--- src/common/replay_pkg.sv ---
//******************************
// shared widths and payload types for the miss replay buffer
// imported by every RTL module of the block
//******************************
package replay_pkg;

  // pipeline lanes sharing one queue slot
  localparam int LANES = 2;

  // virtual address and translation geometry
  localparam int VADDR_W = 44;
  localparam int PAGE_SHIFT = 14;
  localparam int PAGE_W = 30;

  // payload field widths
  localparam int SZ_W = 5;
  localparam int ATTR_W = 4;
  localparam int LSQ_W = 9;
  localparam int WQ_W = 6;

  // one memory operation as carried by a lane, 69 bits
  typedef struct packed {
    logic thread;
    logic [VADDR_W-1:0] addr;
    logic [SZ_W-1:0] sz;
    logic [ATTR_W-1:0] attr;
    logic [LSQ_W-1:0] lsq;
    logic [WQ_W-1:0] wq;
  } mem_op_t;

  // what one lane stores per queue slot
  typedef struct packed {
    logic miss;
    mem_op_t op;
  } queue_entry_t;

  // request on the shared translation port
  typedef struct packed {
    logic [PAGE_W-1:0] page;
    logic [ATTR_W-1:0] attr;
  } xlat_req_t;

endpackage

--- src/miss_queue/miss_queue_ram.sv ---
//******************************
// storage for one lane of the miss queue
// read address is registered; a read of the slot being written sees new data
//******************************
module miss_queue_ram import replay_pkg::*; #(
  parameter int DEPTH = 4
) (
  input  logic clk,
  input  logic rst,
  input  logic rd_en_i,
  input  logic [$clog2(DEPTH)-1:0] rd_addr_i,
  output queue_entry_t rd_data_o,
  input  logic wr_en_i,
  input  logic [$clog2(DEPTH)-1:0] wr_addr_i,
  input  queue_entry_t wr_data_i
);

  localparam int AW = $clog2(DEPTH);

  queue_entry_t mem [DEPTH];
  logic [AW-1:0] rd_addr_q;

  always_ff @(posedge clk) begin
    if (rst) begin
      rd_addr_q <= '0;
    end else if (rd_en_i) begin
      rd_addr_q <= rd_addr_i;
    end
  end

  always_ff @(posedge clk) begin
    if (wr_en_i) begin
      mem[wr_addr_i] <= wr_data_i;
    end
  end

  // array read after the write edge gives write-first behaviour
  assign rd_data_o = mem[rd_addr_q];

endmodule

--- src/miss_queue/miss_queue_ctrl.sv ---
//******************************
// miss queue pointers, flush tags and replay sequencer
// drives the lane RAMs, starts the arbiter and raises skip
//******************************
module miss_queue_ctrl import replay_pkg::*; #(
  parameter int DEPTH = 4
) (
  input  logic clk,
  input  logic rst,
  input  logic [LANES-1:0] miss_i,
  input  mem_op_t [LANES-1:0] op_i,
  input  logic except_i,
  input  logic except_thread_i,
  input  logic all_done_i,
  input  queue_entry_t [LANES-1:0] head_i,
  output logic wr_en_o,
  output logic [$clog2(DEPTH)-1:0] wr_addr_o,
  output queue_entry_t [LANES-1:0] wr_data_o,
  output logic rd_en_o,
  output logic [$clog2(DEPTH)-1:0] rd_addr_o,
  output logic start_o,
  output logic [LANES-1:0] need_o,
  output logic replay_o,
  output logic [LANES-1:0] lane_valid_o,
  output logic skip_o
);

  localparam int AW = $clog2(DEPTH);
  localparam int CW = AW + 1;

  typedef enum logic [1:0] {
    S_IDLE,
    S_READ,
    S_XLAT,
    S_EMIT
  } state_t;

  state_t state_q, state_d;
  logic [AW-1:0] wr_ptr_q, rd_ptr_q, rd_ptr_d;
  logic [CW-1:0] count_q, count_d;
  logic [LANES-1:0][DEPTH-1:0] tag_q;
  logic [LANES-1:0][DEPTH-1:0] invalid_q;
  logic [LANES-1:0] need_q;
  logic start_q, skip_q;
  logic capture, pop, full;

  assign capture = |miss_i;
  assign pop = (state_q == S_EMIT);
  assign full = (count_q == CW'(DEPTH));
  assign count_d = count_q + CW'(capture) - CW'(pop);
  assign rd_ptr_d = rd_ptr_q + AW'(pop);

  // both lanes land in the same slot
  assign wr_en_o = capture;
  assign wr_addr_o = wr_ptr_q;
  always_comb begin
    for (int l = 0; l < LANES; l++) begin
      wr_data_o[l].miss = miss_i[l];
      wr_data_o[l].op = op_i[l];
    end
  end

  // head lanes that still have to go out
  always_comb begin
    for (int l = 0; l < LANES; l++) begin
      lane_valid_o[l] = head_i[l].miss & ~invalid_q[l][rd_ptr_q];
    end
  end

  always_comb begin
    state_d = state_q;
    case (state_q)
      S_IDLE: if (count_q != '0) state_d = S_READ;
      S_READ: state_d = (|lane_valid_o) ? S_XLAT : S_EMIT;
      S_XLAT: if (all_done_i) state_d = S_EMIT;
      S_EMIT: state_d = (count_d != '0) ? S_READ : S_IDLE;
      default: state_d = S_IDLE;
    endcase
  end

  // head address is loaded into the RAMs on the edge that enters READ
  assign rd_en_o = (state_d == S_READ) && (state_q != S_READ);
  assign rd_addr_o = rd_ptr_d;

  always_ff @(posedge clk) begin
    if (rst) begin
      state_q <= S_IDLE;
      wr_ptr_q <= '0;
      rd_ptr_q <= '0;
      count_q <= '0;
      need_q <= '0;
      start_q <= 1'b0;
      skip_q <= 1'b0;
    end else begin
      state_q <= state_d;
      count_q <= count_d;
      rd_ptr_q <= rd_ptr_d;
      if (capture) wr_ptr_q <= wr_ptr_q + 1'b1;
      start_q <= (state_q == S_READ) && (|lane_valid_o);
      if (state_q == S_READ) need_q <= lane_valid_o;
      if (capture) begin
        skip_q <= 1'b1;
      end else if (pop && count_q == CW'(1)) begin
        skip_q <= 1'b0;
      end
    end
  end

  // thread of every stored lane, for flushes
  always_ff @(posedge clk) begin
    if (capture) begin
      for (int l = 0; l < LANES; l++) begin
        tag_q[l][wr_ptr_q] <= op_i[l].thread;
      end
    end
  end

  always_ff @(posedge clk) begin
    if (rst) begin
      invalid_q <= '0;
    end else begin
      if (except_i) begin
        for (int l = 0; l < LANES; l++) begin
          for (int s = 0; s < DEPTH; s++) begin
            if (tag_q[l][s] == except_thread_i) invalid_q[l][s] <= 1'b1;
          end
        end
      end
      // a lane captured during the flush is killed on the way in
      if (capture) begin
        for (int l = 0; l < LANES; l++) begin
          invalid_q[l][wr_ptr_q] <= except_i && (op_i[l].thread == except_thread_i);
        end
      end
    end
  end

  assign start_o = start_q;
  assign need_o = need_q;
  assign replay_o = pop;
  assign skip_o = skip_q;

  // upstream stalls on skip before the queue can overflow
  a_no_capture_full: assert property (@(posedge clk) disable iff (rst)
    capture |-> !full)
    else $error("capture while miss queue full");

  a_replay_nonempty: assert property (@(posedge clk) disable iff (rst)
    replay_o |-> count_q != '0)
    else $error("replay with empty miss queue");

endmodule

--- src/xlat_req_arbiter.sv ---
//******************************
// shares the translation request port between the lanes
// lane 0 first, one request per needed lane, held until ack
//******************************
module xlat_req_arbiter import replay_pkg::*; (
  input  logic clk,
  input  logic rst,
  input  logic start_i,
  input  logic [LANES-1:0] need_i,
  input  queue_entry_t [LANES-1:0] head_i,
  input  logic xlat_ack_i,
  output logic xlat_req_o,
  output xlat_req_t xlat_o,
  output logic all_done_o
);

  logic [LANES-1:0] pending_q;
  logic [LANES-1:0] grant;
  logic [LANES-1:0] remaining;
  logic all_done_q;
  mem_op_t sel_op;

  // lowest pending lane wins
  assign grant = pending_q & (~pending_q + 1'b1);
  assign remaining = pending_q & ~grant;

  always_comb begin
    sel_op = '0;
    for (int l = 0; l < LANES; l++) begin
      if (grant[l]) sel_op = head_i[l].op;
    end
  end

  assign xlat_req_o = |pending_q;
  assign xlat_o.page = sel_op.addr[VADDR_W-1:PAGE_SHIFT];
  assign xlat_o.attr = sel_op.attr;

  always_ff @(posedge clk) begin
    if (rst) begin
      pending_q <= '0;
      all_done_q <= 1'b0;
    end else begin
      all_done_q <= 1'b0;
      if (start_i) begin
        pending_q <= need_i;
      end else if (xlat_req_o && xlat_ack_i) begin
        pending_q <= remaining;
        // last lane acknowledged, release the sequencer
        if (remaining == '0) all_done_q <= 1'b1;
      end
    end
  end

  assign all_done_o = all_done_q;

  // page and attr must not move under an outstanding request
  a_req_stable: assert property (@(posedge clk) disable iff (rst)
    (xlat_req_o && !xlat_ack_i) |=> (xlat_req_o && $stable(xlat_o)))
    else $error("translation request changed before ack");

endmodule

--- src/replay_output_mux.sv ---
//******************************
// lane output select between pass-through and replayed head
// enable of a replayed lane needs its miss flag and no flush
//******************************
module replay_output_mux import replay_pkg::*; (
  input  logic replay_i,
  input  logic [LANES-1:0] lane_valid_i,
  input  queue_entry_t [LANES-1:0] head_i,
  input  logic except_i,
  input  logic [LANES-1:0] en_i,
  input  mem_op_t [LANES-1:0] op_i,
  output logic [LANES-1:0] en_o,
  output mem_op_t [LANES-1:0] op_o
);

  always_comb begin
    for (int l = 0; l < LANES; l++) begin
      if (replay_i) begin
        op_o[l] = head_i[l].op;
        // an exception this cycle kills the whole replay
        en_o[l] = lane_valid_i[l] & ~except_i;
      end else begin
        op_o[l] = op_i[l];
        en_o[l] = en_i[l];
      end
    end
  end

endmodule

--- src/tlb_miss_replay.sv ---
//******************************
// miss replay buffer for the two-lane load/store pipeline
// queues missed ops, translates them and replays them in order
//******************************
module tlb_miss_replay import replay_pkg::*; #(
  parameter int DEPTH = 4
) (
  input  logic clk,
  input  logic rst,
  input  logic except_i,
  input  logic except_thread_i,
  input  logic [LANES-1:0] en_i,
  input  logic [LANES-1:0] miss_i,
  input  mem_op_t [LANES-1:0] op_i,
  input  logic xlat_ack_i,
  output logic [LANES-1:0] en_o,
  output mem_op_t [LANES-1:0] op_o,
  output logic skip_o,
  output logic xlat_req_o,
  output xlat_req_t xlat_o
);

  localparam int AW = $clog2(DEPTH);

  logic wr_en;
  logic [AW-1:0] wr_addr;
  queue_entry_t [LANES-1:0] wr_data;
  logic rd_en;
  logic [AW-1:0] rd_addr;
  wire queue_entry_t [LANES-1:0] head;
  logic start;
  logic [LANES-1:0] need;
  logic all_done;
  logic replay;
  logic [LANES-1:0] lane_valid;

  miss_queue_ctrl #(
    .DEPTH(DEPTH)
  ) u_ctrl (
    .clk(clk),
    .rst(rst),
    .miss_i(miss_i),
    .op_i(op_i),
    .except_i(except_i),
    .except_thread_i(except_thread_i),
    .all_done_i(all_done),
    .head_i(head),
    .wr_en_o(wr_en),
    .wr_addr_o(wr_addr),
    .wr_data_o(wr_data),
    .rd_en_o(rd_en),
    .rd_addr_o(rd_addr),
    .start_o(start),
    .need_o(need),
    .replay_o(replay),
    .lane_valid_o(lane_valid),
    .skip_o(skip_o)
  );

  miss_queue_ram #(
    .DEPTH(DEPTH)
  ) u_ram_lane0 (
    .clk(clk),
    .rst(rst),
    .rd_en_i(rd_en),
    .rd_addr_i(rd_addr),
    .rd_data_o(head[0]),
    .wr_en_i(wr_en),
    .wr_addr_i(wr_addr),
    .wr_data_i(wr_data[0])
  );

  miss_queue_ram #(
    .DEPTH(DEPTH)
  ) u_ram_lane1 (
    .clk(clk),
    .rst(rst),
    .rd_en_i(rd_en),
    .rd_addr_i(rd_addr),
    .rd_data_o(head[1]),
    .wr_en_i(wr_en),
    .wr_addr_i(wr_addr),
    .wr_data_i(wr_data[1])
  );

  xlat_req_arbiter u_arb (
    .clk(clk),
    .rst(rst),
    .start_i(start),
    .need_i(need),
    .head_i(head),
    .xlat_ack_i(xlat_ack_i),
    .xlat_req_o(xlat_req_o),
    .xlat_o(xlat_o),
    .all_done_o(all_done)
  );

  replay_output_mux u_mux (
    .replay_i(replay),
    .lane_valid_i(lane_valid),
    .head_i(head),
    .except_i(except_i),
    .en_i(en_i),
    .op_i(op_i),
    .en_o(en_o),
    .op_o(op_o)
  );

endmodule

--- config.mk ---
export PLATFORM = sky130hd
export DESIGN_NAME = tlb_miss_replay
export DESIGN_NICKNAME = d
export VERILOG_FILES = /design/src/common/replay_pkg.sv /design/src/miss_queue/miss_queue_ram.sv /design/src/miss_queue/miss_queue_ctrl.sv /design/src/xlat_req_arbiter.sv /design/src/replay_output_mux.sv /design/src/tlb_miss_replay.sv
export SDC_FILE = /design/constraint.sdc
export NUM_CORES = 1
export LEC_CHECK = 0
export ABC_AREA = 1
export BUFFER_PORTS_ARGS = -buffer_cell sky130_fd_sc_hd__buf_2
export CORE_MARGIN = 2
export CORE_UTILIZATION = 40
export DETAILED_ROUTE_END_ITERATION = 10
export HOLD_SLACK_MARGIN = 0.1
export PLACE_DENSITY = 0.64
export SYNTH_ARGS = -nofsm -noshare
export SYNTH_HDL_FRONTEND = slang
export SYNTH_SLANG_ARGS = --single-unit
--- constraint.sdc ---
create_clock -name clk -period 15 [get_ports clk]
set_clock_uncertainty 0.1 [all_clocks]
set_input_delay 1.5 -clock clk [delete_from_list [all_inputs] [get_ports clk]]
set_output_delay 1.5 -clock clk [all_outputs]
set_load 0.02 [all_outputs]
==> results.json, run 1 <==
{
  "boundaryPins": 323,
  "power.share.combinational_pct": 23.4,
  "synth_seq_cells": 588,
  "cts_htree_levels": 2,
  "worst-path-stages": 6,
  "grt-ovfl-total": 0,
  "worst-path-max-fanout": 103,
  "flow.area_growth_from_synthesis_pct": 16.9,
  "grt_antenna_before_repair": 15,
  "internal_power_mw": 3.11,
  "finalCoreUtilization_pct": 47.0,
  "worstHoldPathType": "reg -> reg",
  "cp-start-kind": "flop",
  "reg2reg_from": "u_ctrl.state_q[0]",
  "critical_path.slowest_cell": "sky130_fd_sc_hd__buf_4",
  "total_length_of_routed_wires_um": 58600,
  "endpoint_kind": "output port",
  "ir_worst_vdd_mv": 0.101,
  "grt_pass1_wl_um": 89900,
  "ant_nets": 0,
  "design.final.nets": 2410,
  "cts_setup_buffers": 0,
  "setup-violations-final": 0,
  "cts-hold-fix-buffers": 0,
  "vias_in_the_first_global_route": 15900,
  "tritoncts.num_buffers": 61,
  "max_stage_delay_ns": 0.92,
  "status": "finished, final reports clean",
  "fin_total_pwr_mw": 4.52,
  "post-route-worst-setup-slack_ns": 9.27,
  "finalSetupTns_ns": 0,
  "post_synth_inst_count": 1980,
  "detail_route.first_pass.iterations": 6,
  "timing_hold_violations_final": 0,
  "route.vias.total": 16300,
  "ys_seq_area_share_pct": 72.0,
  "tritoncts": "yes",
  "crit_arrival_ns": 4.13,
  "grt_start_max_net_pins": 172,
  "share_of_the_cycle_needed_by_the_critical_path_after_routing_pct": 38.2,
  "gp_congestion": 0.777,
  "drt-vias-per-instance": 5.27,
  "timing.critical_path.to": "xlat_o[3]",
  "drt-initial-drc-count": 990,
  "total_leakage_power_nw": 10.5,
  "seqPwrFrac_pct": 43.8,
  "effective_utilization_at_floorplan_pct": 40.2,
  "yosysWarnings": 0,
  "total_of_buffers_placed_on_input_and_output_ports": 322,
  "slew_headroom_pct": 19.9,
  "p_sw_mw": 1.40,
  "share_of_cells_above_drive_strength_1_pct": 19.6,
  "synth_cell_types": 32,
  "postSynthAreaPerCell_um2": 12.2,
  "critical_path_buf_inv_count": 3,
  "pwr-share-clk_pct": 32.8,
  "final_max_slew_viol_count": 0,
  "series_of_cell_instances_along_the_critical_path": "buf_4 > buf_4 > nand2_1 > a32o_1 > o22ai_1 > buf_2",
  "timing.max_cap.violations": 0,
  "tightest_slew_ns": 1.20,
  "dp_hpwl_um": 33600,
  "achievable-frequency_mhz": 174,
  "fp-row-count": 90,
  "min_period_ns": 5.73,
  "gr-usage-all-layers_pct": 18.3,
  "criticalPathCategory": "reg -> out",
  "cts-resized-gates": 0,
  "worst-endpoint-required_ns": 13.40,
  "route.detailed.drc": 0,
  "core_um2": 60000,
  "pwr_density_cell_nw_per_um2": 160,
  "switching_share_pct": 31.1,
  "clock-root-buffer": "sky130_fd_sc_hd__clkbuf_16",
  "r2r_cells": 14,
  "slack_of_the_worst_reg_to_reg_path_ns": 11.58,
  "die-width_um": 250,
  "critical-path-top-cell-by-count": "sky130_fd_sc_hd__buf_4",
  "wl_per_cell_um": 19.0,
  "clkSlewWorstSetupHoldPaths_ns": 0.06,
  "rsz_0062_raised_after_global_routing": "no",
  "clk_path_buf_depth": 3,
  "mappedNetlistArea_um2": 24100,
  "synthesized_netlist_net_count": 2138,
  "chipHeight_um": 250,
  "path_delay_family": "buffers and inverters",
  "fp.dieArea_um2": 62300,
  "clk_latency_ns": 0.62,
  "pre_cts_slack_ns": 9.95,
  "clock-sinks": 588
}
-- worst min-delay path, stage by stage (launching register included) --
cell,delay (ns)
sky130_fd_sc_hd__dfxtp_1,0.31
sky130_fd_sc_hd__nand2_1,0.05
sky130_fd_sc_hd__a21oi_1,0.06
-- power groups by stage --
stage / sequential, mW / combinational (mW) / clock [mW]
after floorplan: 2.01 / 0.762 / 0
after global placement: 2.01 / 1.04 / 0
after detailed placement: 2.02 / 1.06 / 0
after CTS: 1.98 / 1.07 / 1.52
after global routing: 1.99 / 1.17 / 1.58
final: 1.98 / 1.06 / 1.48
-- cells by family (layout without fill, tap and decap cells) --
group | count (synthesis) | after routing | share of synthesized area (%)
AOI/OAI and AO/OA | 491 | 491 | 12.4
xor gates and xnor gates | 3 | 3 | 0.109
adders and majority gates | 11 | 11 | 0.602
buffers and inverters | 174 | 499 | 3.62
DFF | 588 | 588 | 72.0
other | 0 | 5 | 0
and+or+nand+nor | 713 | 713 | 11.3
-- worst min path at each step --
stage                     start                  to  slack, ns  cells past startpoint
2_1_floorplan  u_ctrl.need_o[0]  u_arb.pending_q[0]       0.33                      2
3_3_place_gp   u_ctrl.need_o[0]  u_arb.pending_q[0]       0.35                      2
3_5_place_dp   u_ctrl.need_o[0]  u_arb.pending_q[0]       0.36                      2
4_1_cts        u_ctrl.need_o[0]  u_arb.pending_q[0]       0.37                      2
5_1_grt        u_ctrl.need_o[0]  u_arb.pending_q[0]       0.40                      2
6_report       u_ctrl.need_o[0]  u_arb.pending_q[0]       0.36                      2
-- metrics by stage --
step,std cells,hold slack (ns),area (µm²)
6_report,3092,0.363,28200
4_1_cts,3087,0.368,28200
3_3_place_gp,2971,0.352,26200
5_1_grt,3090,0.396,28200
3_5_place_dp,2971,0.356,26200
2_1_floorplan,1980,0.333,24100
-- synth_stat cells, drive strengths merged --
| cell | number | area share (%) |
|---|---|---|
| a211oi | 12 | 0.37 |
| a21oi | 82 | 1.7 |
| a311oi | 4 | 0.15 |
| a31oi | 70 | 1.8 |
| a32o | 68 | 2.8 |
| buf | 73 | 2.0 |
| clkbuf | 60 | 0.93 |
| clkinv | 1 | 0.016 |
| dfxtp | 28 | 2.3 |
| edfxtp | 560 | 70 |
| fa | 1 | 0.083 |
| ha | 10 | 0.52 |
| inv | 40 | 0.64 |
| nand2 | 331 | 5.2 |
| nand3 | 14 | 0.31 |
| nand3b | 1 | 0.031 |
| nand4 | 3 | 0.078 |
| nor2 | 360 | 5.6 |
| nor3 | 2 | 0.041 |
| o21a | 4 | 0.12 |
| o21ai | 217 | 4.5 |
| o22ai | 34 | 0.88 |
| or2 | 2 | 0.052 |
| xnor2 | 3 | 0.11 |
-- sequential cells by signal, summed over array words and instances, names as in the netlist, named ones only --
name	count
u_ctrl.state_q	2
u_ram_lane1.mem	277
u_arb.all_done_o	1
u_ctrl.tag_q	6
u_ram_lane0.mem	277
u_ram_lane1.rd_addr_q	2
u_ctrl.start_o	1
u_ctrl.need_o	2
u_arb.pending_q	2
u_ctrl.invalid_q	8
u_ctrl.wr_addr_o	2
u_ctrl.rd_ptr_q	2
u_ctrl.skip_o	1
u_ctrl.count_q	3
-- final cells by class --
type | count | area [µm²]
clock inverter | 44 | 367
antenna | 5 | 12.5
inverter | 41 | 169
clock buffer | 72 | 1610
fill | 5335 | 31800
timing repair buffer | 342 | 1760
tap | 782 | 978
sequential | 588 | 17400
multi-input combinational | 1218 | 5920
-- cell usage in the layout, fill, tap and decap left out, drive strengths merged, types with 35 or more instances in the layout --
master	netlist	final
a21oi	82	82
a31oi	70	70
a32o	68	68
buf	73	342
clkbuf	60	72
clkinv	1	35
edfxtp	560	560
inv	40	42
nand2	331	331
nor2	360	360
o21ai	217	217
-- routing by layer --
metal  GRT usage [%]  part of all wire, %  vias up
met2            30.4                   47      481
li1                -                    -     7750
met1            23.9                   43     7948
met3            4.55                  7.1      104
met4            5.35                  2.2       18
met5               0                 0.16        -
Note: power is estimated with default switching activity, not from simulation.
==> run 2, diff against run 1 <==
Settings changed: ABC_AREA 1 to 0.
Clock period 15 ns to 5.4 ns, I/O delays scaled along.
==> results.json, run 2 <==
{
  "core_um2": 58700,
  "clock-sinks": 588,
  "ant_nets": 0,
  "tritoncts": "yes",
  "min_period_ns": 3.71,
  "synthesized_netlist_net_count": 1231,
  "grt-ovfl-total": 0,
  "share_of_cells_above_drive_strength_1_pct": 44.8,
  "criticalPathCategory": "in -> reg",
  "n_antenna_cell": 0,
  "grt_start_max_net_pins": 124,
  "total_length_of_routed_wires_um": 51100,
  "effective_utilization_at_floorplan_pct": 40.3,
  "synth_ff_type": "sky130_fd_sc_hd__edfxtp_1",
  "worstHoldPathType": "in -> reg",
  "tightest_slew_ns": 1.12,
  "share_of_the_cycle_needed_by_the_critical_path_after_routing_pct": 68.8,
  "wl_per_cell_um": 21.5,
  "multiInputGateArea_um2": 5870,
  "grt_antenna_before_repair": 1,
  "gp_congestion": 0.696,
  "postSynthAreaPerCell_um2": 22.0,
  "gr-usage-all-layers_pct": 16.7,
  "ys_seq_area_share_pct": 73.6,
  "vias_in_the_first_global_route": 13000,
  "worst-path-max-fanout": 9,
  "seq_area_um2": 17400,
  "critical_path_buf_inv_count": 2,
  "detail_route.first_pass.iterations": 5,
  "p_sw_mw": 2.75,
  "drt-vias-per-instance": 5.18,
  "clk_latency_ns": 0.60,
  "seqPwrFrac_pct": 49.1,
  "rsz_0062_raised_after_global_routing": "no",
  "achievable-frequency_mhz": 269,
  "layout.filler_cells": 4690,
  "crit_arrival_ns": 4.09,
  "synth_cell_types": 34,
  "startpoint": "miss_i[1]",
  "yosysTopAreaCellShare_pct": 71.2,
  "die-width_um": 247,
  "critical_path.slowest_cell": "sky130_fd_sc_hd__nor2_1",
  "clock-root-buffer": "sky130_fd_sc_hd__clkbuf_16",
  "status": "finished, final reports clean",
  "tritoncts.num_buffers": 60,
  "fp.dieArea_um2": 61000,
  "internal_power_mw": 8.45,
  "cp-start-kind": "input pin",
  "chipHeight_um": 247,
  "final_max_slew_viol_count": 0,
  "drt-initial-drc-count": 771,
  "pwr-share-clk_pct": 34.7,
  "clk_path_buf_depth": 3,
  "route.detailed.drc": 0,
  "design.final.nets": 1715,
  "post_synth_inst_count": 1073,
  "total_leakage_power_nw": 9.99,
  "synthTopCellsByCount": "sky130_fd_sc_hd__edfxtp_1, sky130_fd_sc_hd__mux4_2, sky130_fd_sc_hd__mux2_2, sky130_fd_sc_hd__a22o_1, sky130_fd_sc_hd__dfxtp_1",
  "timing_hold_violations_final": 0,
  "r2r_cells": 8,
  "standard_cell_area_after_detailed_placement_um2": 26100,
  "boundaryPins": 323,
  "async_flop_share_pct": 0,
  "cts-resized-gates": 0,
  "timing.max_cap.violations": 0,
  "synth_seq_cells": 588,
  "reg2reg_from": "u_ctrl.state_q[0]",
  "netlist_top_cells_area": "sky130_fd_sc_hd__edfxtp_1, sky130_fd_sc_hd__mux4_2, sky130_fd_sc_hd__mux2_2",
  "worst-endpoint-required_ns": 5.77,
  "clkSlewWorstSetupHoldPaths_ns": 0.06,
  "fp-row-count": 89,
  "dp_hpwl_um": 29200,
  "layout_common_cells": "sky130_fd_sc_hd__edfxtp_1, sky130_fd_sc_hd__buf_2, sky130_fd_sc_hd__mux4_2",
  "setup-violations-final": 0,
  "power.share.combinational_pct": 16.2,
  "cts_htree_levels": 2,
  "finalCoreUtilization_pct": 50.0,
  "path_delay_family": "simple AND/OR/NAND/NOR gates",
  "pwr_density_cell_nw_per_um2": 382,
  "total_of_buffers_placed_on_input_and_output_ports": 322,
  "yosysWarnings": 0,
  "slew_headroom_pct": 25.0,
  "postLayoutCellArea_um2": 29400,
  "layout_commonest_cell": "sky130_fd_sc_hd__edfxtp_1",
  "route.vias.total": 12300,
  "grt_pass1_wl_um": 76900,
  "endpoint_kind": "flop",
  "synth_enable_flop_cells": 560,
  "yosys.area.top_type": "sky130_fd_sc_hd__edfxtp_1",
  "series_of_cell_instances_along_the_critical_path": "dlygate4sd3_1 > buf_2 > nor2_1 > xnor2_1 > ha_1 > fa_1 > xor3_1 > a21boi_0 > o211a_1 > mux2_1",
  "slack_of_the_worst_reg_to_reg_path_ns": 2.19,
  "mappedNetlistArea_um2": 23600,
  "worst-path-stages": 10,
  "ir_worst_vdd_mv": 0.282,
  "switching_share_pct": 24.6,
  "flow.area_growth_from_synthesis_pct": 24.3,
  "max_stage_delay_ns": 0.86,
  "top_regs": "u_ram_lane0.mem (277), u_ram_lane1.mem (277), u_ctrl.invalid_q (8)",
  "min_delay_path_depth": 2,
  "post-synth-top-count-cell": "sky130_fd_sc_hd__edfxtp_1"
}
==> run 2: final cells by class <==
class | count | area share [%]
sequential | 588 | 59.2
timing repair buffer | 483 | 11.1
multi-input combinational | 416 | 20.0
clock inverter | 36 | 0.967
clock buffer | 71 | 5.33
inverter | 8 | 0.102
tap | 773 | 3.29
==> run 2: power groups by stage <==
stage | logic, mW | registers, mW | clock network, mW
3_3_place_gp | 1.75 | 5.58 | 0
5_1_grt | 1.96 | 5.54 | 4.17
4_1_cts | 1.85 | 5.51 | 4.02
2_1_floorplan | 1.24 | 5.62 | 0
6_report | 1.82 | 5.50 | 3.89
3_5_place_dp | 1.76 | 5.60 | 0
==> run 2: what timing repair did <==
| action | 4_1_cts | 5_1_grt |
|---|---|---|
| endpoints found under the hold margin | 561 | 0 |
| setup buffers | 0 | 0 |
| hold buffers | 141 | 0 |
==> run 2: cells by family (layout without fill, tap and decap cells) <==
kind of cell               count (synthesis)  after routing  share of synthesized area (%)
and+or+nand+nor                           40             40                          0.927
buffers and inverters                     69            598                           1.78
xor gates and xnor gates                  15             15                          0.620
AOI/OAI and AO/OA                         65             65                           2.14
muxes                                    285            285                           20.4
DFF                                      588            588                           73.6
adders and majority gates                 11             11                          0.614
==> run 2: stage by stage <==
step           setup slack [ns]  power [mW]  hold slack (ns)  std cells   TNS, ns
2_1_floorplan             -2.31        6.86            0.332       1073  -1309.96
3_5_place_dp               1.65        7.36            0.346       2127         0
3_3_place_gp               1.66        7.33            0.343       2127         0
6_report                   1.69        11.2            0.284       2375         0
4_1_cts                    1.56        11.4            0.236       2375         0
5_1_grt                    1.39        11.7            0.279       2375         0
==> run 2: routing by layer <==
metal	up-vias	routed length, µm	GRT usage, %
met4	2	985	4.31
met2	358	24900	27.7
met1	6376	22000	22.2
met3	69	3230	4.00
met5	-	13	0
li1	5496	-	-
==> run 2: worst min-delay path by stage <==
stage                               endpoint  slack (ns)              from
after floorplan           u_arb.pending_q[1]        0.33  u_ctrl.need_o[1]
after global placement    u_arb.pending_q[1]        0.34  u_ctrl.need_o[1]
after detailed placement  u_arb.pending_q[1]        0.35  u_ctrl.need_o[1]
after CTS                  u_ctrl.count_q[0]        0.24               rst
after global routing       u_ctrl.count_q[1]        0.28               rst
final                     u_arb.pending_q[0]        0.28               rst
==> run 3, diff against run 2 <==
Clock period 5.4 ns to 3.71 ns, I/O delays scaled along.
==> results.json, run 3 (synthesis results as in run 2) <==
{
  "dp_hpwl_um": 30800,
  "status": "finished, final reports clean",
  "design.final.nets": 1737,
  "flow.area_growth_from_synthesis_pct": 25.2,
  "worst-path-max-fanout": 24,
  "n_antenna_cell": 0,
  "worstHoldPathType": "in -> reg",
  "fp-row-count": 89,
  "wl_per_cell_um": 21.6,
  "clkSlewWorstSetupHoldPaths_ns": 0.06,
  "timing.critical_path.to": "op_o[118]",
  "timing_hold_violations_final": 0,
  "min_period_ns": 3.22,
  "dr_wl_met2_um": 25700,
  "post-route-worst-setup-slack_ns": 0.487,
  "met3_wirelength_um": 2870,
  "grt_pass1_wl_um": 77200,
  "timing.max_cap.violations": 0,
  "layout.filler_cells": 4683,
  "fin_total_pwr_mw": 16.3,
  "top_layer_used": "met4",
  "final_max_slew_viol_count": 0,
  "rsz_0062_raised_after_global_routing": "no",
  "total_length_of_routed_wires_um": 51800,
  "r2r_cells": 8,
  "criticalPathCategory": "reg -> out",
  "wl_met1_um": 22200,
  "reg2reg_to": "u_ram_lane1.rd_addr_q[1]",
  "ir_worst_vdd_mv": 0.419,
  "core_um2": 58700,
  "setup-violations-final": 0,
  "tritoncts": "yes",
  "pwr_density_cell_nw_per_um2": 551,
  "grt_antenna_before_repair": 0,
  "drt-initial-drc-count": 673,
  "share_of_the_cycle_needed_by_the_critical_path_after_routing_pct": 86.9,
  "route.detailed.drc": 0,
  "grt-ovfl-total": 0,
  "slew_headroom_pct": 36.9,
  "cp-start-kind": "flop",
  "gp_congestion": 0.727,
  "pre_cts_slack_ns": 0.731,
  "clk_latency_ns": 0.59,
  "vias_in_the_first_global_route": 13100,
  "finalCoreUtilization_pct": 50.4,
  "endpoint_kind": "output port",
  "route.vias.total": 12500,
  "top_regs": "u_ram_lane0.mem (277), u_ram_lane1.mem (277), u_ctrl.invalid_q (8)",
  "gr-usage-all-layers_pct": 16.7,
  "reg2reg_from": "u_ctrl.state_q[0]",
  "detail_route.first_pass.iterations": 5,
  "slack_of_the_worst_reg_to_reg_path_ns": 0.73,
  "drt-vias-per-instance": 5.21,
  "chipHeight_um": 247,
  "share_of_cells_above_drive_strength_1_pct": 45.0,
  "fp.dieArea_um2": 61000,
  "die-width_um": 247,
  "total_of_buffers_placed_on_input_and_output_ports": 322,
  "boundaryPins": 323,
  "worst-endpoint-required_ns": 3.24,
  "total_leakage_power_nw": 10.1,
  "clk_path_buf_depth": 3,
  "cts_htree_levels": 2,
  "layout_common_cells": "sky130_fd_sc_hd__edfxtp_1, sky130_fd_sc_hd__buf_2, sky130_fd_sc_hd__dlygate4sd3_1",
  "tightest_slew_ns": 0.945,
  "tritoncts.num_buffers": 59,
  "effective_utilization_at_floorplan_pct": 40.3,
  "achievable-frequency_mhz": 310,
  "ant_nets": 0,
  "crit_arrival_ns": 2.75,
  "clock-sinks": 588,
  "clock-root-buffer": "sky130_fd_sc_hd__clkbuf_16",
  "layout_commonest_cell": "sky130_fd_sc_hd__edfxtp_1",
  "grt_start_max_net_pins": 131
}
-- run 3: power breakdown --
part | switching [mW] | leakage (nW) | internal [mW]
registers | 0.158 | 5.43 | 7.84
clock network | 2.38 | 0.877 | 3.19
logic | 1.48 | 3.80 | 1.24
-- run 3: routing by layer --
metal | global-route usage (%) | vias to the layer above
li1 | - | 5523
met3 | 3.32 | 78
met1 | 22.2 | 6522
met2 | 28.3 | 357
met4 | 4.23 | 0
met5 | 0 | -
-- run 3: timing repair --
| action | 4_1_cts | 5_1_grt |
|---|---|---|
| hold buffers | 143 | 0 |
| hold endpoints to repair | 575 | 0 |
| setup buffers | 0 | 0 |
| gates resized for setup | 0 | 0 |
-- run 3: worst min-delay path by stage --
stage	from	to	slack, ns	cells past startpoint
2_1_floorplan	u_ctrl.need_o[1]	u_arb.pending_q[1]	0.33	2
3_3_place_gp	u_ctrl.need_o[1]	u_arb.pending_q[1]	0.35	2
3_5_place_dp	u_ctrl.need_o[1]	u_arb.pending_q[1]	0.36	2
4_1_cts	except_thread_i	u_ctrl.invalid_q[2]	0.24	4
5_1_grt	except_thread_i	u_ctrl.invalid_q[2]	0.30	4
6_report	except_thread_i	u_ctrl.invalid_q[2]	0.28	4
-- run 3: final cells by class --
cell class	count	area, µm²	share of cell area (%)
multi-input cells	416	5870	19.9
well taps	773	967	3.27
inverters	8	30.0	0.102
repair buffers	506	3510	11.9
clock inverters	29	213	0.719
clock buffers	77	1590	5.37
flip-flops and latches	588	17400	58.8
-- run 3: worst max-delay path, cell delays in order, from the launching register on --
cell and delay, ns:
sky130_fd_sc_hd__dfxtp_4 0.70, sky130_fd_sc_hd__buf_4 0.38, sky130_fd_sc_hd__mux4_2 0.59, sky130_fd_sc_hd__mux2_2 0.28, sky130_fd_sc_hd__buf_2 0.16
-- run 3: metrics by stage --
stage	setup TNS (ns)	std cells	hold slack [ns]	area (µm²)
final	0	2397	0.283	29600
after global routing	0	2397	0.301	29600
after CTS	0	2397	0.240	29600
after detailed placement	0	2148	0.357	26300
after global placement	0	2148	0.347	26300
after floorplan	-478.41	1073	0.332	23600
